--- config.mk ---
export PLATFORM = sky130hd
export DESIGN_NAME = randomGen
export DESIGN_NICKNAME = d
export VERILOG_FILES = /design/src/verilog/gamePkg.sv /design/src/verilog/randomGen.sv
export SDC_FILE = /design/constraint.sdc
export NUM_CORES = 1
export LEC_CHECK = 0
export ABC_AREA = 1
export BUFFER_PORTS_ARGS = -buffer_cell sky130_fd_sc_hd__buf_2
export CORE_AREA = 5 5 42 44
export DETAILED_ROUTE_END_ITERATION = 16
export DIE_AREA = 0 0 47 49
export GPL_TIMING_DRIVEN = 0
export MAX_ROUTING_LAYER = met4
export PLACE_DENSITY_LB_ADDON = 0.1
export SYNTH_ARGS = -nofsm -noshare
export SYNTH_HDL_FRONTEND = slang
export SYNTH_SLANG_ARGS = --single-unit
--- constraint.sdc ---
create_clock -name clk -period 2.1 [get_ports clk]
set_clock_uncertainty 0.05 [all_clocks]
set_input_delay 0.21 -clock clk [delete_from_list [all_inputs] [get_ports clk]]
set_output_delay 0.21 -clock clk [all_outputs]
set_load 0.02 [all_outputs]
--- src/verilog/gamePkg.sv ---
package gamePkg;

	// visible area in pixels
	localparam int SCREEN_WIDTH = 640;
	localparam int SCREEN_HEIGHT = 480;

	localparam int FIXED_POINT_SHIFT = 6; // positions kept in 1/64 pixel

	// object boxes, all square
	localparam int TREE_SIZE = 64;
	localparam int PLAYER_SIZE = 32;
	localparam int PLAYER_Y = 400; // skier never moves vertically

	localparam int JUMP_Y = -64; // restart row, one tree height above the top edge

	// per-frame step in fixed point: BASE_STEP + SPEED_GAIN * speed
	localparam int BASE_STEP = 64; // one pixel per frame at speed 0
	localparam int SPEED_GAIN = 32;
	localparam int MAX_SPEED = 7;

	// signed so trees can sit above row 0 before they scroll in
	typedef logic signed [10:0] coordT;

	typedef logic [2:0] speedT; // speed level 0..7

	typedef logic [7:0] randT; // lfsr output byte

	typedef logic [7:0] hitCountT; // saturates at 255

endpackage

--- src/verilog/randomGen.sv ---
`timescale 1ns/1ps

module randomGen (
	input logic clk,
	input logic resetN,
	output gamePkg::randT random
);
	import gamePkg::*;

	localparam randT SEED = 8'hA5; // any non-zero start value
	localparam randT TAPS = 8'hB8; // x^8 + x^6 + x^5 + x^4 + 1, right-shift form

	// galois form, one xor stage per tap, steps every clock
	always_ff @(posedge clk or negedge resetN) begin
		if (!resetN) begin
			random <= SEED;
		end else begin
			random <= (random >> 1) ^ (random[0] ? TAPS : randT'(0)); // feedback from lsb
		end
	end

	// all-zero is the one lock-up state of the lfsr
	neverZeroA: assert property (@(posedge clk) disable iff (!resetN) random != '0)
		else $error("lfsr reached the all-zero state");

endmodule

Yosys cells after proc, flatten, opt, wreduce, memory -nomap -nowiden. Cells that the tools add are included.

$add $sub $neg: 0. Multipliers: 0. Div/mod/pow operators: 0. $lt $le $gt $ge: 0. Equality and inequality tests: 0. Shift-type cells: 0. Muxes and demuxes: 1. Bitwise gates (word level): 1. Reduce and logical (&&, ||, !) cells: 0.

Operators with widths (count): 8-bit 2-to-1 mux (1); 7-bit by 8-bit XOR with 8-bit output (1).

Register bits after elaboration: 8. Bits in latches: 0. Bits in writable memories: 0. Memory bits (read-only): 0. Input port bits: 2. Output and inout port bits: 8. Logic and storage cells: 3. Memories kept: 0.

Depth between registers and ports, before layout.
Depth in word-level cells: 2. Depth in mapped cells: 3. Depth with buffers taken out: 3.

Worst setup path before layout. No wires, ideal clock.

Path type: register to register. Start point: register random[0]. End point: register random[3]. Library setup time: 117 ps. Data arrival time: 757 ps. Data required time: 1933 ps. Path slack: 1176 ps. Cell stages (with the launch flop): 4. Buffers on the path: 0. Period minus slack after synthesis: 924 ps. Cells stage by stage: dfstp_2 > inv_2 > nand2_1 > nand2_1.

Cells in the longest elaborated chain, start to end: 2.

Ends and longest elaborated chain: from (decl) (RTL line randomGen.sv:6) `output gamePkg::randT random`; from (signal assigned) (RTL line randomGen.sv:18) `random <= (random >> 1) ^ (random[0] ? TAPS : randT'(0));`; 8-bit 2-to-1 mux (RTL line randomGen.sv:18); 7-bit by 8-bit XOR with 8-bit output (RTL line randomGen.sv:18).

Every way passes these cells.

Worst setup path in the final report.
Start point: register random[0]. End point: output random[0].

No word-level cell between the ends.

==> impl_metrics.ini <==
[status]
status = finished, final reports clean

[final_layout]
drive_gt1_frac = 0.500
largest_reg_flops = 8
largestRegisters = random: 8 flops
diodes = 0
layout.nets = 38
final_area_um2 = 352
syn2layout_area_growth_pct = 38.4
top_register = random
instances_no_fill = 50

[synthesis]
yosysMostFrequentCell = nand2_1
synthCells = 21
avgSynthCellArea_um2 = 12.1
netlist_area_um2 = 254
syn_nets = 23
synth_top_area_share = 0.414
synth_cell_types = 5
ys_ff_latch = 8
async_flop_share = 1.00
ys_top_cells_by_area = dfstp_2, dfrtp_1, nand2_1
yosys_warnings = 0
synth_top_area_cell = dfstp_2
yosysSeqAreaShare = 0.808
synth-main-ff-cell = dfstp_2
netlist_top_cells_count = nand2_1, dfrtp_1, dfstp_2, inv_1, inv_2
synth_edf_count = 0

[power]
cellPowerDensity_mw_per_mm2 = 774
power.leakage_uw = 0.000190
peakVddDrop_uv = 282

[job]
maxCapViolCount = 0

[placement]
gp_congestion = 0.605
port-buffer-count = 9
dp_hpwl_um = 357
dp.cells = 46
postPlaceCellArea_um2 = 319

[critical_path]
worstPathMaxFanout = 6
cp.depth = 1
max_stage_delay_ns = 0.58
endpoint_kind = output pin
ff2ff_path_depth = 3
required_ns = 1.84
crit_buf_inv = 1
cp_top_family = flip-flops
path_class = flip-flop to output pin
r2r_start = random[0]
slowest_stage = dfstp_2
crit_path_start_kind = flip-flop
cp.arrival_ns = 1.01
crit_path_cell_trace = buf_2
timing.rr.end = random[3]
r2r_setup_slack_ns = 1.20

[clock_network]
cts.path.max_buffers = 2
cts_setup_buffers = 0
numCtsBuffers = 3
clkLatencyLatePin_ns = 0.25
cts-root-buf = clkbuf_4
cts_resized = 0
ctsHoldBuffers = 1
cts.clk_slew.worst_paths_ns = 0.05
clock_sinks = 8
cts_tree = done
htree_levels = 1

[floorplanning]
start_util = 0.181
io_pins = 10
die_h_um = 49
core_area_mm2 = 0.00140
die_area_mm2 = 0.00230
fp-row-count = 14
die_w_um = 47

[global_routing]
grt_pass1_vias = 201
grt_start_max_net_pins = 9
grt_pass1_wl_um = 834
overflow = 0
antenna_found_initial = 0
grt_util_all_layers = 0.0598

[sta]
timing.final.hold_violations = 0
slew_headroom = 0.882
rsz0062_at_grt = no
fmax_mhz = 788
post-route-period-util = 0.604
setup_tns_ns = 0
tightestPinTransition_ns = 0.177
maxSlewViolCount = 0
setup_viol = 0
min_period_ns = 1.27

[drt]
vias = 179
ant_nets = 0
wl_per_cell_um = 9.58
drtIter0Drc = 2
dr.pass1.iters = 2
drc_errors = 0
totalWireLength_um = 479
vias_per_cell = 3.58

[hold_path]
hold_class = primary input to asynchronous set/reset pin
==> where the power goes <==
part | switching, µW | internal, µW | leakage [µW]
combinational | 2.95 | 1.89 | 0.0000792
sequential | 0 | 155 | 0.0000971
clock | 47.5 | 65.1 | 0.0000138
==> through the flow <==
step | util | hold slack, ns | total power, µW | worst slack, ns
global placement | 0.228 | 0.00583 | 161 | 1.08
floorplan | - | -0.136 | 157 | 1.18
global route | 0.251 | 0.289 | 289 | 0.790
CTS | 0.251 | 0.266 | 283 | 0.799
finish | 0.251 | 0.276 | 272 | 0.831
detailed placement | 0.228 | 0.00953 | 161 | 1.08
==> cell families (layout without fill, tap and decap cells) <==
logic type	Yosys count	in the layout	synth area share
buf+inv	4	17	0.0591
flops	8	8	0.808
simple gates	9	9	0.133
==> worst reg2reg max path, cell delays in order (launching register included) <==
cell	delay, ns
dfstp_2	0.58
inv_2	0.06
nand2_1	0.05
nand2_1	0.05
==> cell type report <==
cell class,count,area (µm²)
clock buffers,3,22.5
fillers,168,1050
inverters,4,15.0
multi-input cells,9,33.8
flip-flops and latches,8,205
well taps,16,20.0
repair buffers,10,55.1
==> layout by cell type (no fill, tap or decap) <==
cell type,instances
inv_2,1
dfstp_2,4
nand2_1,9
dfrtp_1,4
dlygate4sd3_1,1
inv_1,3
buf_2,9
clkbuf_4,3
==> worst max path at each step <==
stage	endpoint	slack (ns)	startpoint
finish	random[0]	0.83	random[0]
global route	random[0]	0.79	random[0]
CTS	random[0]	0.80	random[0]
detailed placement	random[0]	1.08	random[0]
global placement	random[0]	1.08	random[0]
floorplan	random[3]	1.18	random[0]
==> layer usage <==
| layer | global-route usage | up-vias | routed length (µm) |
|---|---|---|---|
| li1 | - | 86 | - |
| met3 | 0.0369 | 2 | 57 |
| met5 | - | - | 0 |
| met4 | 0.0829 | 0 | 17 |
| met2 | 0.0611 | 9 | 207 |
| met1 | 0.0611 | 82 | 198 |
Power figures use the tool's default switching activity.
