`src/verilog/frameTimer.sv`:
```
`timescale 1ns/1ps

module frameTimer #(
	parameter int FRAME_CYCLES = 16
) (
	input logic clk,
	input logic resetN,
	output logic startOfFrame
);

	// one bit minimum so a single-cycle frame still builds
	localparam int CNT_W = (FRAME_CYCLES > 1) ? $clog2(FRAME_CYCLES) : 1;

	logic [CNT_W-1:0] cycleCnt; // cycles left until the next frame

	// counter starts at FRAME_CYCLES-1 so the first pulse lands
	// FRAME_CYCLES edges after reset goes away
	always_ff @(posedge clk or negedge resetN) begin
		if (!resetN) begin
			cycleCnt <= CNT_W'(FRAME_CYCLES - 1);
			startOfFrame <= 1'b0;
		end else begin
			if (cycleCnt == '0) begin
				cycleCnt <= CNT_W'(FRAME_CYCLES - 1); // reload for the next frame
				startOfFrame <= 1'b1;
			end else begin
				cycleCnt <= cycleCnt - 1'b1;
				startOfFrame <= 1'b0; // pulse lasts a single clock
			end
		end
	end

endmodule

```
`config.mk`:
```
export PLATFORM = sky130hd
export DESIGN_NAME = frameTimer
export DESIGN_NICKNAME = d
export VERILOG_FILES = /design/src/verilog/frameTimer.sv
export SDC_FILE = /design/constraint.sdc
export NUM_CORES = 1
export LEC_CHECK = 0
export ABC_AREA = 1
export BUFFER_PORTS_ARGS = -buffer_cell sky130_fd_sc_hd__buf_2
export CAP_MARGIN = 20
export CORE_AREA = 3 3 40 42
export CTS_BUF_LIST = sky130_fd_sc_hd__clkbuf_16
export CTS_CLUSTER_DIAMETER = 200
export DETAILED_ROUTE_END_ITERATION = 10
export DIE_AREA = 0 0 43 45
export HOLD_SLACK_MARGIN = 0.15
export PLACE_DENSITY = 0.33
export RECOVER_POWER = 25
export SLEW_MARGIN = 10
export SYNTH_ARGS = -nofsm -noshare
export SYNTH_HDL_FRONTEND = slang
export SYNTH_SLANG_ARGS = --single-unit
```
`constraint.sdc`:
```
create_clock -name clk -period 2.9 [get_ports clk]
set_input_delay 0.435 -clock clk [delete_from_list [all_inputs] [get_ports clk]]
set_output_delay 0.435 -clock clk [all_outputs]
set_load 0.02 [all_outputs]
```
---- Word level (Yosys, flattened, before mapping) ----
Index checks and enable logic that the tools add are counted.
word-level totals
  bits in registers ....................... 5
  input port bits ......................... 2
operators by class
  reductions and logical operators ........ 1
  multiplexer cells ....................... 2
  add/sub/neg operators ................... 1
operator list
  cell                                               count
  logical NOT 4 bit                                  1
  two-way mux 4 bit                                  1
  subtractor 4 x 1 -> 4 bit (second input constant)  1
  two-way mux 1 bit                                  1

---- Depth between registers and ports, before layout ----
  depth after elaboration ................. 2
  mapped depth ............................ 4
  gate-level depth less buffers ........... 4

---- Worst setup path after synthesis ----
No wires, ideal clock.
  kind .................................... register -> register
  start point ............................. register cycleCnt[0]
  end point ............................... register cycleCnt[3]
  setup time .............................. 0.083 ns
  path slack .............................. 1.890 ns
  cell stages (with the launch flop) ...... 5
  period minus slack after synthesis ...... 1.010 ns
  data arrival time ....................... 0.928 ns
  path through ............................ dfstp_2 -> inv_1 -> ha_1 -> nand3_2 -> nand3_1
between the ends
  longest elaborated chain between the ends .. 2
RTL lines
  what                                                            line    source
  start: declaration                                              14      logic [CNT_W-1:0] cycleCnt;
  start signal: assignment                                        20      cycleCnt <= CNT_W'(FRAME_CYCLES - 1);
  start signal: assignment                                        24      cycleCnt <= CNT_W'(FRAME_CYCLES - 1);
  start signal: assignment                                        27      cycleCnt <= cycleCnt - 1'b1;
  subtractor 4 x 1 -> 4 bit or logical NOT 4 bit (tied branches)  27, 23
  two-way mux 4 bit (*)                                           23      if (cycleCnt == '0) begin
Mark *: on every way between the ends. The rest lies on a longest branch, timed or not.

---- Worst setup path in the final report ----
  start point ............................. register startOfFrame
  end point ............................... output startOfFrame
RTL lines
  what                      line  source
  start: declaration        8     output logic startOfFrame
  start signal: assignment  21    startOfFrame <= 1'b0;
  start signal: assignment  25    startOfFrame <= 1'b1;
  start signal: assignment  28    startOfFrame <= 1'b0;
No word-level cell between the ends.

==> flow_metrics.py <==
metrics = {
    "synthesis": {
        "avgSynthCellArea_um2": 10.6,
        "synth_top_family_by_area": "simple AND/OR/NAND/NOR gates",
        "synth-async-reset-ratio_pct": 100,
        "synth_fp_nets": 23,
        "syn_area_um2": 211,
        "muxShareOfSynthArea_pct": 0,
        "synth_area_leaders": "dfstp_2, dfrtp_1, inv_1",
        "synth_ff_type": "dfstp_2",
        "synth_cell_type_count": 9,
        "syn_inst": 20,
        "synth_edf_count": 0,
        "synth_xor_xnor_area_share_pct": 4.14,
        "synthMostInstantiatedCell": "inv_1",
        "synth-seq-area-share_pct": 61.5,
        "yosysTopAreaCell": "dfstp_2",
        "synth_compound_area_share_pct": 0,
        "synth-simple-area-share_pct": 17.8,
        "ys_top_cells_by_count": "inv_1, dfstp_2, nand2_1, nand3_1",
        "yosys.area_share.adder_pct": 5.92,
        "synth_seq_cells": 5,
        "yosysTopAreaCellShare_pct": 49.7,
        "ys_warn_count": 0,
    },
    "run": {
        "max_cap_violations": 0,
    },
    "placement": {
        "portBuffers": 2,
        "gp_congestion": 0.635,
        "hpwlAfterDp_um": 263,
    },
    "setup_path": {
        "slowest_delay_ns": 0.35,
        "critical_path_class": "reg -> out",
        "critPathLaunchType": "register",
        "timing.rr.start": "cycleCnt[0]",
        "cpLargestDelayFamily": "flip-flops",
        "crit_chain": "buf_2",
        "worstPathMaxFanout": 1,
        "worstPathRequired_ns": 2.47,
        "reg2reg_to": "cycleCnt[3]",
        "rr_worst_depth": 4,
        "worst-path-buf-inv": 1,
        "r2r_setup_slack_ns": 1.84,
        "cpMaxStageDelayCell": "dfrtp_1",
        "critPathArrivalTime_ns": 0.73,
        "end_kind": "output port",
        "worstSetupPathDepth": 1,
    },
    "floorplan": {
        "pin_count": 3,
        "row_count": 13,
        "core_mm2": 0.00128,
        "fp.dieW_um": 43,
        "die_h_um": 45,
        "die_area_mm2": 0.00194,
        "initial_core_util_pct": 16.5,
    },
    "global_routing": {
        "grt_pass1_vias": 168,
        "grt_pass1_wl_um": 627,
        "antenna_found_initial": 0,
        "grt_overflow": 0,
        "gr-usage-all-layers_pct": 5.25,
        "grt_max_degree": 6,
    },
    "sta": {
        "setup-violations-final": 0,
        "grt_setup_unrepaired": "no",
        "min_period_over_period_pct": 40.1,
        "worst_pin_slew_ns": 0.280,
        "timing.slew.headroom_pct": 81.3,
        "skew_ns": 0.00164,
        "fin_crit_ns": 1.16,
        "max_freq_mhz": 860,
        "maxSlewViolCount": 0,
        "finalSetupTns_ns": 0,
        "hold_viol_final": 0,
    },
    "cts": {
        "cts_inserted_buffers": 3,
        "cts_sinks": 5,
        "clockBufferDepth": 2,
        "cts_tree": "built",
        "cts.clk_slew.worst_paths_ns": 0.03,
        "post_cts_resized": 0,
        "clock_latency_ns": 0.23,
        "cts_hold_buf": 1,
        "cts_root_buffer": "clkbuf_16",
        "htree_levels": 1,
        "post-cts-setup-buffers": 0,
    },
    "drt": {
        "drcViolationCount": 0,
        "num_vias": 142,
        "first_iter_violations": 3,
        "drtAntennaViolNets": 0,
        "wl_per_cell_um": 8.07,
        "wl_um": 339,
        "dr.pass1.iters": 2,
        "viasPerCell": 3.38,
    },
    "hold_path": {
        "whs_path_depth": 1,
        "hp-class": "reg -> reg",
        "hold_start": "cycleCnt[0]",
        "hold_path_end": "cycleCnt[0]",
    },
    "final_layout": {
        "syn_to_final_growth_pct": 55.0,
        "drive_above_1_share_pct": 37.0,
        "final_util_pct": 25.5,
        "layout.nets": 31,
        "num_antenna_cells": 0,
    },
    "power_and_ir_drop": {
        "power.density_cell_area_mw_per_mm2": 896,
        "power_mw": 0.294,
        "p_leak_nw": 0.183,
        "max-vdd-ir-drop_mv": 0.307,
    },
    "run_status": {
        "status": "finished clean",
    },
}
[layout make-up]
type | count | area (um2)
tap | 15 | 18.8
clock buffer | 3 | 75.1
timing repair buffer | 3 | 18.8
clock inverter | 1 | 3.75
sequential | 5 | 130
fill | 142 | 957
inverter | 6 | 22.5
multi-input combinational | 9 | 58.8
[where the power goes]
part           internal (mW)  switching [mW]
clock                  0.178          0.0425
combinational        0.00116         0.00145
sequential            0.0705               0
[worst max path at each step]
| stage | slack, ns | to | from |
|---|---|---|---|
| detailed placement | 1.82 | cycleCnt[3] | cycleCnt[0] |
| global route | 1.71 | startOfFrame | startOfFrame |
| global placement | 1.84 | cycleCnt[3] | cycleCnt[0] |
| CTS | 1.73 | startOfFrame | startOfFrame |
| floorplan | 1.89 | cycleCnt[3] | cycleCnt[0] |
| finish | 1.74 | startOfFrame | startOfFrame |
[routing by layer]
metal,share of wire [%],wire length [um],vias to the layer above,track usage (%)
met5,0,0,-,0
met4,0,0,0,9.04
met3,5.9,20,0,2.79
met2,51,173,3,6.89
met1,43,145,68,4.36
li1,-,-,71,-
[flip-flops by register name (all words and copies together) (netlist names)]
name / count
cycleCnt: 4
startOfFrame: 1
[cell usage in the layout, fill, tap and decap left out]
cell type      Yosys  layout
dfrtp_1            1       1
nand3_2            1       1
nand2_1            3       3
xor2_1             1       1
nor2_2             1       1
clkbuf_1           0       1
nand3_1            2       2
inv_1              6       7
clkbuf_16          0       3
ha_1               1       1
dfstp_2            4       4
dlygate4sd3_1      0       1
buf_2              0       1
[through the flow]
stage	std cells	instance area, um2	worst slack (ns)	hold WS, ns
2_1_floorplan	20	211	1.89	0.139
6_report	42	328	1.74	0.446
3_5_place_dp	37	240	1.82	0.256
3_3_place_gp	37	240	1.84	0.254
4_1_cts	42	329	1.73	0.446
5_1_grt	42	328	1.71	0.468
[logic make-up (layout without fill, tap and decap cells)]
| group | after synthesis | after routing |
|---|---|---|
| xor+xnor | 1 | 1 |
| fa+ha+maj | 1 | 1 |
| buf+inv | 6 | 13 |
| flops | 5 | 5 |
| simple gates | 7 | 7 |
(Power assumes the default switching activity.)
