**config.mk**
```make
export PLATFORM = sky130hd
export DESIGN_NAME = deployScheduler
export DESIGN_NICKNAME = d
export VERILOG_FILES = /design/src/verilog/deployScheduler.sv
export SDC_FILE = /design/constraint.sdc
export NUM_CORES = 1
export LEC_CHECK = 0
export BUFFER_PORTS_ARGS = -buffer_cell sky130_fd_sc_hd__clkbuf_2
export CAP_MARGIN = 10
export CORE_AREA = 2 2 39 41
export CTS_CLUSTER_DIAMETER = 30
export DETAILED_ROUTE_END_ITERATION = 8
export DIE_AREA = 0 0 41 43
export GPL_ROUTABILITY_DRIVEN = 0
export HOLD_SLACK_MARGIN = 0.08
export PLACE_DENSITY = 0.49
export SYNTH_ARGS = -nofsm -noshare
export SYNTH_HDL_FRONTEND = slang
export SYNTH_SLANG_ARGS = --single-unit
```
**constraint.sdc**
```tcl
create_clock -name clk -period 1.6 [get_ports clk]
set_input_delay 0.32 -clock clk [delete_from_list [all_inputs] [get_ports clk]]
set_output_delay 0.32 -clock clk [all_outputs]
set_load 0.02 [all_outputs]
```
**src/verilog/deployScheduler.sv**
```systemverilog
`timescale 1ns/1ps

module deployScheduler #(
	parameter int NUM_TREES = 3,
	parameter int DEPLOY_FRAMES = 4
) (
	input logic clk,
	input logic resetN,
	input logic startOfFrame,
	input logic [NUM_TREES-1:0] treeActive,
	output logic [NUM_TREES-1:0] deploy
);

	localparam int CNT_W = (DEPLOY_FRAMES > 1) ? $clog2(DEPLOY_FRAMES) : 1;

	logic [CNT_W-1:0] frameCnt;
	logic [NUM_TREES-1:0] sentMask; // trees already given a deploy
	logic [NUM_TREES-1:0] candidates; // idle and not yet asked
	logic [NUM_TREES-1:0] lowest; // lowest set bit of candidates
	logic periodEnd;

	always_comb begin
		candidates = ~treeActive & ~sentMask;
		lowest = candidates & (~candidates + 1'b1); // two's complement isolates lowest bit
	end

	assign periodEnd = startOfFrame && (frameCnt == CNT_W'(DEPLOY_FRAMES - 1));

	always_ff @(posedge clk or negedge resetN) begin
		if (!resetN) begin
			frameCnt <= '0;
			sentMask <= '0;
			deploy <= '0;
		end else begin
			deploy <= '0; // single-cycle pulse
			if (periodEnd) begin
				frameCnt <= '0;
				deploy <= lowest; // all zero once every tree has been sent
				sentMask <= sentMask | lowest;
			end else if (startOfFrame) begin
				frameCnt <= frameCnt + 1'b1;
			end
		end
	end

	// trees are released one at a time, in index order
	deployOneHotA: assert property (@(posedge clk) disable iff (!resetN) $onehot0(deploy))
		else $error("deploy mask %b not one-hot", deploy);

endmodule

```
==> Word-level counts from Yosys, hierarchy flattened <==
Index checks and enable logic that the tools add are counted.
{ "totals": {"reg_bits": 8} }
{ "op_classes": {"n_addsub": 2, "eq_ne": 1, "n_mux": 3, "n_bitwise": 6, "n_reduce_logical": 2} }
{ "ops": {"columns": ["op", "count"], "rows": [
  ["NOT 3 bit", 3],
  ["AND 3 bit", 2],
  ["2-to-1 mux 2 bit", 2],
  ["adder 3 x 1 -> 3 bit, second input constant", 1],
  ["2-to-1 mux 3 bit", 1],
  ["OR 3 bit", 1],
  ["adder 2 x 1 -> 2 bit, second input constant", 1],
  ["== test 2 bit, second input constant", 1],
  ["nonzero test 2 bit", 1],
  ["logical AND 1 bit", 1]
]} }

==> Longest topological paths before layout <==
{ "logic_depth": {"ltp_word": 6, "depth_mapped": 3, "depth_no_buf": 3} }

==> Worst setup path before layout <==
OpenSTA, ideal clock, no wires.
{ "synth_path": {"path_type": "register to register", "from": "register frameCnt[0]", "to": "register frameCnt[1]", "setup_ps": 127, "arrival_time_ps": 924, "t_required_ps": 1473, "slack_ps": 549, "stages_incl_launch_ff": 3, "period_less_slack_ps": 1051, "path_cell_list": "dfrtp_1 -> ha_1 -> mux2_1"} }
{ "synth_via": {"elab_chain_cells": 3} }
{ "synth_rtl": {"columns": ["element", "line", "source"], "rows": [
  ["start: declaration", "16", "logic [CNT_W-1:0] frameCnt;"],
  ["start signal: assignment", "41", "frameCnt <= frameCnt + 1'b1;"],
  ["adder 2 x 1 -> 2 bit or == test 2 bit (tied branches)", "41, 27", null],
  ["2-to-1 mux 2 bit or logical AND 1 bit (tied branches)", "40, 27", null],
  ["2-to-1 mux 2 bit or nonzero test 2 bit (tied branches)", null, null]
]} }
Several ways; a longest one is shown, not always the timed one. The select of a mux whose other input is x is not followed.
A chain may end at the register's enable or synchronous reset.

==> Worst setup path after layout <==
Ends and elaborated chain as after synthesis.

==> impl_metrics.csv <==
group,metric,value,unit
run_status,status,"finished clean",
floorplanning,start_util,23.3,%
pwr,power_frac_seq,50.5,%
route,totalWireLength,552,µm
synth,synthDistinctLibCells,13,
global_route,gr-total-overflow,0,
critical_path,worst_path_max_delay_cell,"dfrtp_1",
synth,synthArstFlopShare,100,%
critical_path,critPathMaxStageDelay,0.39,ns
critical_path,rrSetupSlack,0.51,ns
synth,ys_seq_area_share,62.0,%
place,numPortBuffers,8,
sta,tightest_slew,0.222,ns
synth,postSynthAreaPerCell,14.7,µm²
floorplanning,core,1380,µm²
sta,rsz0062_at_grt,"false",
pwr,total_power,0.545,mW
floorplanning,boundaryPins,9,
final_layout,fillCellCount,137,
sta,fmax,916,MHz
clocking,cts_buffers,3,
critical_path,critPathCapture,"frameCnt[1]$_DFFE_PN0P_",
final_layout,final_area,415,µm²
sta,final.min_clock_period,1.09,ns
synth,synth_warnings,0,
synth,synth_most_common_cell,"dfrtp_1",
pwr,ir_worst_vdd,0.000359,V
sta,tns,0,ns
critical_path,cp_top_family,"flip-flops",
critical_path,setup.worst_path.start,"frameCnt[0]$_DFFE_PN0P_",
pwr,internal_power,0.388,mW
synth,synth_fp_nets,29,
hold_path,hold_class,"in2reg",
floorplanning,die_w,41,µm
pwr,p_comb_share,20.9,%
critical_path,reg2reg_from,"frameCnt[0]$_DFFE_PN0P_",
sta,max-slew-margin-rel,85.2,%
floorplanning,die-area,1760,µm²
clocking,clock_path_buffers,2,
critical_path,arrival,1.23,ns
synth,syn-cell-area,323,µm²
route,vias,221,
route,wl_per_cell,11.0,µm
final_layout,fin_nets,43,
synth,synth_edf_count,0,
global_route,grt_pass1_vias,231,
critical_path,r2r_end,"frameCnt[1]$_DFFE_PN0P_",
flow_run,maxCapViolCount,0,
pwr,swShare,28.9,%
clocking,path_clk_slew,0.05,ns
route,route.detailed.drc,0,
critical_path,cp_cell_sequence,"ha_1 > mux2_1",
clocking,clk_latency,0.26,ns
hold_path,min_path_cells,2,
synth,ys_top_cells_by_count,"dfrtp_1 (8), nor3_1 (2), o21bai_1 (2)",
critical_path,critPathCaptureType,"flop",
synth,synth_seq_cells,8,
global_route,grt_max_degree,9,
place,dp_hpwl,447,µm
critical_path,r2r_cells,2,
clocking,cts_sinks,8,
critical_path,crit_required,1.73,ns
final_layout,drive_above_1_share,41.2,%
global_route,antenna_found_initial,0,
synth,synth_area_leaders,"dfrtp_1 (62%), o211ai_4 (6.6%), o21bai_1 (4.7%)",
sta,slew_violations,0,
clocking,clockRootBuffer,"clkbuf_4",
synth,yosysTopAreaCell,"dfrtp_1",
critical_path,cp.depth,2,
sta,clock_skew,0.00230,ns
pwr,leakagePower,0.193,nW
floorplanning,placementRows,14,
pwr,powerDensity,1310,nW/µm²
pwr,clock_power_share,28.5,%
final_layout,multi_input_area,119,µm²
final_layout,areaGrowthSynthToFinish,28.7,%
clocking,cts.htree.levels,1,
synth,synth_top_flop_cell,"dfrtp_1",
route,drt_iter0_drc,7,
sta,min_period_over_period,68.3,%
global_route,grt_usage,8.14,%
sta,hold_viol_final,0,
route,vias_per_cell,4.42,
pwr,power_switching,0.158,mW
route,firstDrtPassIters,4,
floorplanning,die_h,43,µm
route,ant_nets,0,
critical_path,path_buf_inv,0,
final_layout,antenna_cells,0,
critical_path,start_kind,"flop",
synth,synth_cells,22,
final_layout,regArea,200,µm²
synth,yosysTopAreaCellShare,62.0,%
critical_path,critPathMaxFanout,2,
global_route,grt_pass1_wl,890,µm
place,placed_cell_area,383,µm²
critical_path,worstSetupPathType,"reg2reg",
clocking,cts_tree,"yes",
sta,setup_violations,0,
## through the flow
step	cells	hold WS, ns	utilization, %	worst slack (ns)
after floorplan	22	0.0244	-	0.549
after global placement	46	0.168	27.7	0.546
after detailed placement	46	0.174	27.7	0.499
after CTS	50	0.245	30.0	0.491
after global routing	50	0.268	30.0	0.467
final	50	0.250	30.0	0.508
## state kept, by name (all words and copies together), names as in the netlist
name,flops
deploy,3
frameCnt,2
sentMask,3
## power groups by stage
stage          clock network, mW  registers, mW  logic (mW)
3_5_place_dp                   0          0.280       0.116
2_1_floorplan                  0          0.275      0.0812
4_1_cts                    0.160          0.277       0.118
5_1_grt                    0.164          0.284       0.132
6_report                   0.156          0.275       0.114
3_3_place_gp                   0          0.276       0.104
## area by class of cell
class,instances,share of cell area [%]
clock buffer,3,5.42
inverter,1,0.904
multi-input combinational,13,28.6
sequential,8,48.2
tap,16,4.82
timing repair buffer,9,12.0
## cells by family after synthesis
group	count (synthesis)	share of synthesized area, %
compound gates	4	15.1
fa+ha+maj	1	3.88
buf+inv	1	1.16
flops	8	62.0
mux	2	6.59
simple gates	6	11.2
## cell usage in the layout, fill, tap and decap left out, drive strengths merged, types with 2 or more instances in the layout
cell type	netlist	final
clkbuf	0	11
dfrtp	8	8
nor3	2	2
o21bai	2	2
## worst min path at each step
stage / to / slack, ns / startpoint
finish: deploy[1]$_DFF_PN0_ / 0.25 / treeActive[1]
global route: deploy[2]$_DFF_PN0_ / 0.27 / treeActive[2]
CTS: deploy[1]$_DFF_PN0_ / 0.25 / treeActive[1]
detailed placement: deploy[1]$_DFF_PN0_ / 0.17 / resetN
global placement: deploy[1]$_DFF_PN0_ / 0.17 / resetN
floorplan: deploy[0]$_DFF_PN0_ / 0.02 / resetN
## repair_timing
item / 4_1_cts / 5_1_grt
hold endpoints to repair: 8 / 0
setup buffers: 0 / 0
hold buffers: 1 / 0
gates resized for setup: 0 / 0
## per-layer routing
metal	part of all wire, %	GRT usage (%)	up-vias	wire (µm)
met3	5.4	3.14	3	30
met1	35	8.05	106	193
met4	4.9	8.00	0	27
li1	-	-	106	-
met5	0	0	-	0
met2	54	11.9	6	300
(Power assumes the default switching activity.)
