`src/verilog/gamePkg.sv`:
```
package gamePkg;

	// visible area in pixels
	localparam int SCREEN_WIDTH = 640;
	localparam int SCREEN_HEIGHT = 480;

	localparam int FIXED_POINT_SHIFT = 6; // positions kept in 1/64 pixel

	// object boxes, all square
	localparam int TREE_SIZE = 64;
	localparam int PLAYER_SIZE = 32;
	localparam int PLAYER_Y = 400; // skier never moves vertically

	localparam int JUMP_Y = -64; // restart row, one tree height above the top edge

	// per-frame step in fixed point: BASE_STEP + SPEED_GAIN * speed
	localparam int BASE_STEP = 64; // one pixel per frame at speed 0
	localparam int SPEED_GAIN = 32;
	localparam int MAX_SPEED = 7;

	// signed so trees can sit above row 0 before they scroll in
	typedef logic signed [10:0] coordT;

	typedef logic [2:0] speedT; // speed level 0..7

	typedef logic [7:0] randT; // lfsr output byte

	typedef logic [7:0] hitCountT; // saturates at 255

endpackage

```
`src/verilog/collisionDetect.sv`:
```
`timescale 1ns/1ps

module collisionDetect #(
	parameter int NUM_TREES = 3
) (
	input logic clk,
	input logic resetN,
	input logic startOfFrame,
	input gamePkg::coordT playerX,
	input gamePkg::coordT [NUM_TREES-1:0] treeX,
	input gamePkg::coordT [NUM_TREES-1:0] treeY,
	input logic [NUM_TREES-1:0] treeActive,
	input logic [NUM_TREES-1:0] treeJump,
	output logic hit,
	output gamePkg::hitCountT hitCount
);
	import gamePkg::*;

	localparam int NEW_W = $clog2(NUM_TREES + 1); // fits NUM_TREES simultaneous hits
	localparam int HC_W = $bits(hitCountT);

	logic [NUM_TREES-1:0] overlap; // box intersection per tree
	logic [NUM_TREES-1:0] counted; // already scored on this pass
	logic [NUM_TREES-1:0] newHit;
	logic [NEW_W-1:0] newCount;
	logic [HC_W:0] sum; // extra bit shows overflow

	always_comb begin : boxTest
		int px;
		int tx;
		int ty;
		px = int'(playerX);
		newCount = '0;
		for (int i = 0; i < NUM_TREES; i++) begin
			tx = int'(coordT'(treeX[i])); // sign-extend, trees start above row 0
			ty = int'(coordT'(treeY[i]));
			// half-open intervals, touching edges do not collide
			overlap[i] = (tx < px + PLAYER_SIZE) && (px < tx + TREE_SIZE)
				&& (ty < PLAYER_Y + PLAYER_SIZE) && (PLAYER_Y < ty + TREE_SIZE);
			newHit[i] = treeActive[i] && overlap[i] && !counted[i];
			newCount = newCount + NEW_W'(newHit[i]);
		end
		sum = {1'b0, hitCount} + newCount;
	end

	always_ff @(posedge clk or negedge resetN) begin
		if (!resetN) begin
			counted <= '0;
			hit <= 1'b0;
			hitCount <= '0;
		end else begin
			hit <= 1'b0;
			if (startOfFrame) begin
				hit <= |newHit;
				if (sum[HC_W])
					hitCount <= '1; // stick at 255
				else
					hitCount <= sum[HC_W-1:0];
			end
			// a wrap starts a new pass, so the tree may score again
			counted <= (counted | (startOfFrame ? newHit : '0)) & ~treeJump;
		end
	end

endmodule

```
`config.mk`:
```
export PLATFORM = sky130hd
export DESIGN_NAME = collisionDetect
export DESIGN_NICKNAME = d
export VERILOG_FILES = /design/src/verilog/gamePkg.sv /design/src/verilog/collisionDetect.sv
export SDC_FILE = /design/constraint.sdc
export NUM_CORES = 1
export LEC_CHECK = 0
export ABC_AREA = 1
export BUFFER_PORTS_ARGS = -buffer_cell sky130_fd_sc_hd__buf_2
export CAP_MARGIN = 20
export CORE_UTILIZATION = 48
export DETAILED_ROUTE_END_ITERATION = 16
export PLACE_DENSITY = 0.87
export SYNTH_ARGS = -nofsm -noshare
export SYNTH_HDL_FRONTEND = slang
export SYNTH_SLANG_ARGS = --single-unit
```
`constraint.sdc`:
```
create_clock -name clk -period 2.69 [get_ports clk]
set_input_delay 0.807 -clock clk [delete_from_list [all_inputs] [get_ports clk]]
set_output_delay 0.807 -clock clk [all_outputs]
set_load 0.005 [all_outputs]
```
Word level (Yosys, flattened, before mapping)
Index checks and enable logic that the tools add are counted.
{"block": "totals", "input_bits": 86, "out_inout_bits": 9, "register_bits": 12, "wordCells": 50}
{"block": "classes", "magnitude_cmp": 12, "muxes": 3, "n_reduce_logical": 19, "addsub": 10, "bitwise_logic": 3}
{"operator": "adder 11 x 8 -> 12 bit (second input constant)", "count": 6}
{"operator": "less-than comparator 11 x 12 -> 1 bit", "count": 6}
{"operator": "less-than comparator 10 x 12 -> 1 bit (first input constant)", "count": 3}
{"operator": "less-than comparator 11 x 10 -> 1 bit (second input constant)", "count": 3}
{"operator": "logical AND 1 bit", "count": 15}
{"operator": "adder 11 x 7 -> 12 bit (second input constant)", "count": 1}
{"operator": "adder 8 x 2 -> 9 bit", "count": 1}
{"operator": "two-way mux 8 bit", "count": 1}
{"operator": "bitwise AND 3 bit", "count": 1}
{"operator": "logical NOT 1 bit", "count": 3}
{"operator": "two-way mux 3 bit", "count": 1}
{"operator": "NOT 3 bit", "count": 1}
{"operator": "OR 3 bit", "count": 1}
{"operator": "OR reduction 3 bit", "count": 1}
{"operator": "adder 1 x 1 -> 2 bit", "count": 1}
{"operator": "adder 2 x 1 -> 2 bit", "count": 1}
{"operator": "two-way mux 1 bit", "count": 1}

Logic depth before layout (Yosys ltp)
{"block": "logic_depth", "ltp_word": 11, "mapped_depth": 23, "mapped_depth_nobuf": 23}

Worst setup path before layout
Ideal clock, no wire load.
{"block": "synth_timing", "kind": "input -> register", "from": "input port treeX[6] (netlist name)", "to": "register hitCount[1]", "required_time_ns": 2.559, "path_slack_ns": -1.085, "n_path_buf": 0, "arrival_ns": 3.645, "stages": 22, "setup_ns": 0.131, "path_cell_list": "ha_1 nand3_1 xor2_1 ha_1 nand2_1 inv_1 nand2_1 nand2_1 a21oi_1 nand2_1 nand2_1 nand2_1 nor2_1 nand3_1 fa_1 inv_1 ha_1 fa_1 nand3_1 nor4_1 nand2_1 o21ai_0"}
{"block": "synth_via", "elab_chain_cells": 11, "elab_cells_between_ends": 12, "cone_classes": "add/sub: 4; order compare: 2; mux: 1; reduce/logical: 5"}
{"element": "start: declaration", "line_no": "collisionDetect.sv:10", "source": "input gamePkg::coordT [NUM_TREES-1:0] treeX,"}
{"element": "adder 11 x 8 -> 12 bit", "line_no": "collisionDetect.sv:38", "source": "overlap[i] = (tx < px + PLAYER_SIZE) && (px < tx + TREE_SIZE)"}
{"element": "less-than comparator 11 x 12 -> 1 bit", "line_no": "collisionDetect.sv:38"}
{"element": "logical AND 1 bit *", "line_no": "collisionDetect.sv:38"}
{"element": "logical AND 1 bit * (2 in a row)", "line_no": "collisionDetect.sv:39", "source": "&& (ty < PLAYER_Y + PLAYER_SIZE) && (PLAYER_Y < ty + TREE_SIZE);"}
{"element": "logical AND 1 bit * (2 in a row)", "line_no": "collisionDetect.sv:40", "source": "newHit[i] = treeActive[i] && overlap[i] && !counted[i];"}
{"element": "adder 1 x 1 -> 2 bit *", "line_no": "collisionDetect.sv:41", "source": "newCount = newCount + NEW_W'(newHit[i]);"}
{"element": "adder 2 x 1 -> 2 bit *", "line_no": "collisionDetect.sv:41"}
{"element": "adder 8 x 2 -> 9 bit *", "line_no": "collisionDetect.sv:43", "source": "sum = {1'b0, hitCount} + newCount;"}
{"element": "two-way mux 8 bit *", "line_no": "collisionDetect.sv:55", "source": "if (sum[HC_W])"}
{"element": "end signal: assignment", "line_no": "collisionDetect.sv:58", "source": "hitCount <= sum[HC_W-1:0];"}
{"element": "end: declaration", "line_no": "collisionDetect.sv:15", "source": "output gamePkg::hitCountT hitCount"}
Every way passes the cells marked *; elsewhere a longest branch is shown, timed or not.
A chain may end at the register's enable or synchronous reset.

Worst setup path after layout
{"block": "layout_timing", "from": "input port treeX[8] (netlist name)", "to": "register hitCount[5]"}
The elaborated chain is that of the path after synthesis.

==> metrics.log <==
[metrics] Fin Clk Skew: approximately 3.2 ps
[metrics] most numerous cell on the critical path: nand2_1
[metrics] RSZ-0062 raised after global routing: yes
[metrics] Req. time, crit path: approximately 2800 ps
[metrics] part of the cycle the worst path needs: 146%
[metrics] clock network latency to the later pin of the worst-skew pair: 250 ps
[metrics] nets in the synthesized netlist: approximately 660
[metrics] GPL Wtd Cong: between 0.8 and 0.9
[metrics] Cell variety after synth: 25
[metrics] total buffers and inverters traversed by the critical path: 3
[metrics] Clock Sinks: 12
[metrics] drt wl/cell: ~13 microns
[metrics] final HPWL from detailed placement: 7.19 mm
[metrics] fin worst setup slack: -1250 ps
[metrics] PnR Total Power: around 1.4 mW
[metrics] Clock Tree Root: clkbuf_8
[metrics] arrival time of data at the critical path endpoint: a little over 4000 ps
[metrics] GRT overflow: 0
[metrics] global-route wire length before repair: between 10 and 15 mm
[metrics] Synth area leaders: ha_1 (28%), nand2_1 (19%), inv_1 (13%), dfrtp_1 (10%), nor2_1 (5.8%)
[metrics] Synth top area share: about 28%
[metrics] floorplan core area: 5990 sq um
[metrics] cell area after technology mapping: 3020 sq um
[metrics] post-detailed-route DRC marker count: 0
[metrics] Post-Layout Inst Area: between 4000 and 5000 sq um
[metrics] Synth-to-Final Area Change: 47.7%
[metrics] number of filler cells placed in the layout: approximately 440
[metrics] CP max stage delay: approximately 540 ps
[metrics] H-Tree Depth: 1
[metrics] I/O pin count: 95
[metrics] Port Buffer Count: 94
[metrics] post-layout minimum cycle time: 3940 ps
[metrics] pin count of the biggest net entering global routing: 13
[metrics] number of instances in the synthesized netlist: 503
[metrics] initial antenna violation count: 0
[metrics] Synthesis Warnings: 0
[metrics] antenna diode instance count: 0
[metrics] flip-flop and latch area: between 300 and 400 sq um
[metrics] maximum VDD drop: 0.264 mV
[metrics] violated checks: negative setup slack
[metrics] crit path cell chain: buf_2, nand3_2, xor2_1, ha_1, nand2_1, nand2_1, nand2_1, nand2_1, a21oi_2, nand2_1, nand2_1, nand2_2, nor2_4, nand3_2, fa_1, inv_2, ha_4, fa_2, nand3_4, nor4_4, buf_4, nand2_8, o21ai_1
[metrics] count of standard-cell rows: 28
[metrics] buffer depth of the longest clock path: 2
[metrics] final setup fails: 8
[metrics] kind of start point of the critical path: input pin
[metrics] slew at the pin closest to its max-slew limit: roughly 300 ps
[metrics] cell count along the critical path: 23
[metrics] starting density of the core: 50.4%
[metrics] register bit total from synthesis: 12
[metrics] family with the most delay on the worst path: adder cells
[metrics] final total negative setup slack: -9800 ps
[metrics] CTS clk-pin slew, worst paths: ~60 ps
[metrics] number of nets still failing antenna checks after routing: 0
[metrics] post-placement cell area: around 4000 sq um
[metrics] Post-layout nets: 826
[metrics] number of global-route vias before repair: about 3.7k
[metrics] path category of the worst min-delay check: input pin to async pin
[metrics] R2R Setup Slk: -130 ps
[metrics] overall fraction of global-route tracks in use: approximately 29%
[metrics] total count of hold-check failures in the final report: 0
[metrics] instance count after placement with tap cells included: 730
[metrics] worst-case reg-to-reg path depth: 18
[metrics] TritonCTS Buffers: 3
[metrics] combined area of the multi-input logic cells: ~2600 sq um
[metrics] portion of the post-synthesis area used by sequential elements: between 9 and 10%
[metrics] number of buffers inserted by hold repair at cts: 0
[metrics] max_slew headroom: around four fifths
[metrics] cell accounting for the most synthesized area: ha_1
[metrics] power density cells: around 300 nW/um^2
[metrics] average vias per placed instance: ~5.2
[metrics] layout cell share with drive strength beyond 1: between 30% and 40%
[metrics] highest net fanout along the worst path: 6
[metrics] number of design-rule violations left by the first detailed-router iteration: approximately 300
[metrics] Max Clk Rate: between 200 and 300 MHz
[metrics] reported max-cap violation count: 0
[metrics] reported leakage power: ~2.7 nW
[metrics] status: finished with violations
[metrics] crit path max-delay cell type: fa_1
[metrics] CTS tree: done
[metrics] DIE AREA: about 6600 sq um
[metrics] vias after detailed routing: between 3k and 4k
[metrics] Worst Setup Slack post-DPL: -1400 ps
[metrics] number of standard cells in the layout, taps in and fillers out: roughly 750
[metrics] die boundary width: 81.3 microns
[metrics] path type of the worst setup path: input pin to register
[metrics] die boundary height: slightly above 80 microns
[metrics] syn_area_per_cell: 6.00 sq um
[metrics] capturing element type of the critical path: register
[metrics] max-slew violation total from the final report: 0
[metrics] DR pass1 iterations: 6
[metrics] total length of routed wires: approximately 9.8 mm
-- worst register-to-register path, delay by kind of cell (launching register included) --
kind | cells | cell delay (ps)
compound gates | 3 | 290
fa+ha+maj | 2 | 630
buf+inv | 4 | 420
flops | 1 | 360
simple gates | 9 | 1010
-- where the power goes --
group | switching, mW | internal (mW)
Combinational | 0.471 | 0.394
Sequential | 0.0738 | 0.231
Clock | 0.0760 | 0.130
Total | 0.621 | 0.755
-- layout make-up --
type	count	share of cell area [%]
clock buffer	4	1.24
sequential	12	6.74
timing repair buffer	165	23.4
inverter	106	8.93
multi-input combinational	383	57.6
tap	75	2.11
-- kinds of logic (layout without fill, tap and decap cells) --
| family | after synthesis | in the layout | share of synthesized area [%] |
|---|---|---|---|
| AO/OA/AOI/OAI | 48 | 48 | 8.33 |
| XOR/XNOR | 13 | 13 | 3.77 |
| adder cells (fa/ha/maj) | 69 | 69 | 29.1 |
| buffers and inverters | 108 | 275 | 13.7 |
| flip-flops | 12 | 12 | 9.95 |
| AND/OR/NAND/NOR | 253 | 253 | 35.1 |
-- state kept, by name, indices dropped and copies added, names as in the netlist --
name	count
hitCount	8
counted	3
hit	1
-- Yosys cell counts --
master      n
ha_1       67
a21boi_0    1
a21oi_1    26
nand4_1     7
xnor2_1     4
inv_1     106
a22oi_1     1
a31oi_1     1
a21o_1      2
xor2_1      9
nand2_1   149
fa_1        2
nand3b_1    3
nor2_1     47
dfrtp_1    12
nor4_1      1
nor3_1      3
buf_2       1
nand3_1    35
o21ai_0    17
nand2_2     2
or2_0       1
buf_6       1
nand3_2     3
and3_1      2
-- path summary, 6_finish.rpt --
check | start | endpoint
min reg2reg | counted[1] | counted[1]
max in group asynchronous | resetN | hitCount[2]
max reg2reg | counted[2] | hitCount[7]
min | resetN | hitCount[5]
min in group clk | counted[1] | counted[1]
max | treeX[8] | hitCount[5]
-- through the flow --
step | util, % | hold WS, ps
2_1_floorplan | - | 483
3_3_place_gp | 67.9 | 503
3_5_place_dp | 67.9 | 507
4_1_cts | 72.8 | 435
5_1_grt | 74.4 | 449
6_report | 74.4 | 429
-- layer usage --
metal	GRT usage [%]	part of all wire (%)	vias up
met5	0	0	-
met4	12.5	3.7	0
met3	3.60	6.5	47
met2	54.9	50	196
met1	30.9	40	1720
li1	-	-	1907
-- cell usage in the layout, fill, tap and decap left out --
cell type | netlist | layout
o21ai_2 | 0 | 2
ha_4 | 0 | 7
a21boi_0 | 1 | 1
nor2_1 | 47 | 41
a21o_1 | 2 | 2
o21ai_0 | 17 | 11
nand3_4 | 0 | 1
o21ai_1 | 0 | 4
nor2_2 | 0 | 4
ha_1 | 67 | 60
clkbuf_8 | 0 | 4
a21oi_2 | 0 | 3
nand2_2 | 2 | 12
nor3_2 | 0 | 1
and3_1 | 2 | 2
dfrtp_1 | 12 | 12
fa_2 | 0 | 1
inv_1 | 106 | 100
nand3b_1 | 3 | 3
nand2_1 | 149 | 138
a31oi_1 | 1 | 1
or2_0 | 1 | 1
buf_8 | 0 | 2
a21oi_1 | 26 | 23
xor2_1 | 9 | 9
buf_4 | 0 | 67
xnor2_4 | 0 | 1
buf_2 | 1 | 91
fa_1 | 2 | 1
a22oi_1 | 1 | 1
nor4_4 | 0 | 1
nand2_8 | 0 | 1
inv_2 | 0 | 6
buf_6 | 1 | 5
nand3_1 | 35 | 27
nand3_2 | 3 | 10
nand4_1 | 7 | 7
xnor2_1 | 4 | 3
nor3_1 | 3 | 2
nor2_4 | 0 | 2
-- what timing repair did --
item	in CTS	in global routing
resized for setup	41	21
setup buffers	8	3
pin swaps	28	23
endpoints found under the setup margin	8	10
(Power assumes the default switching activity.)
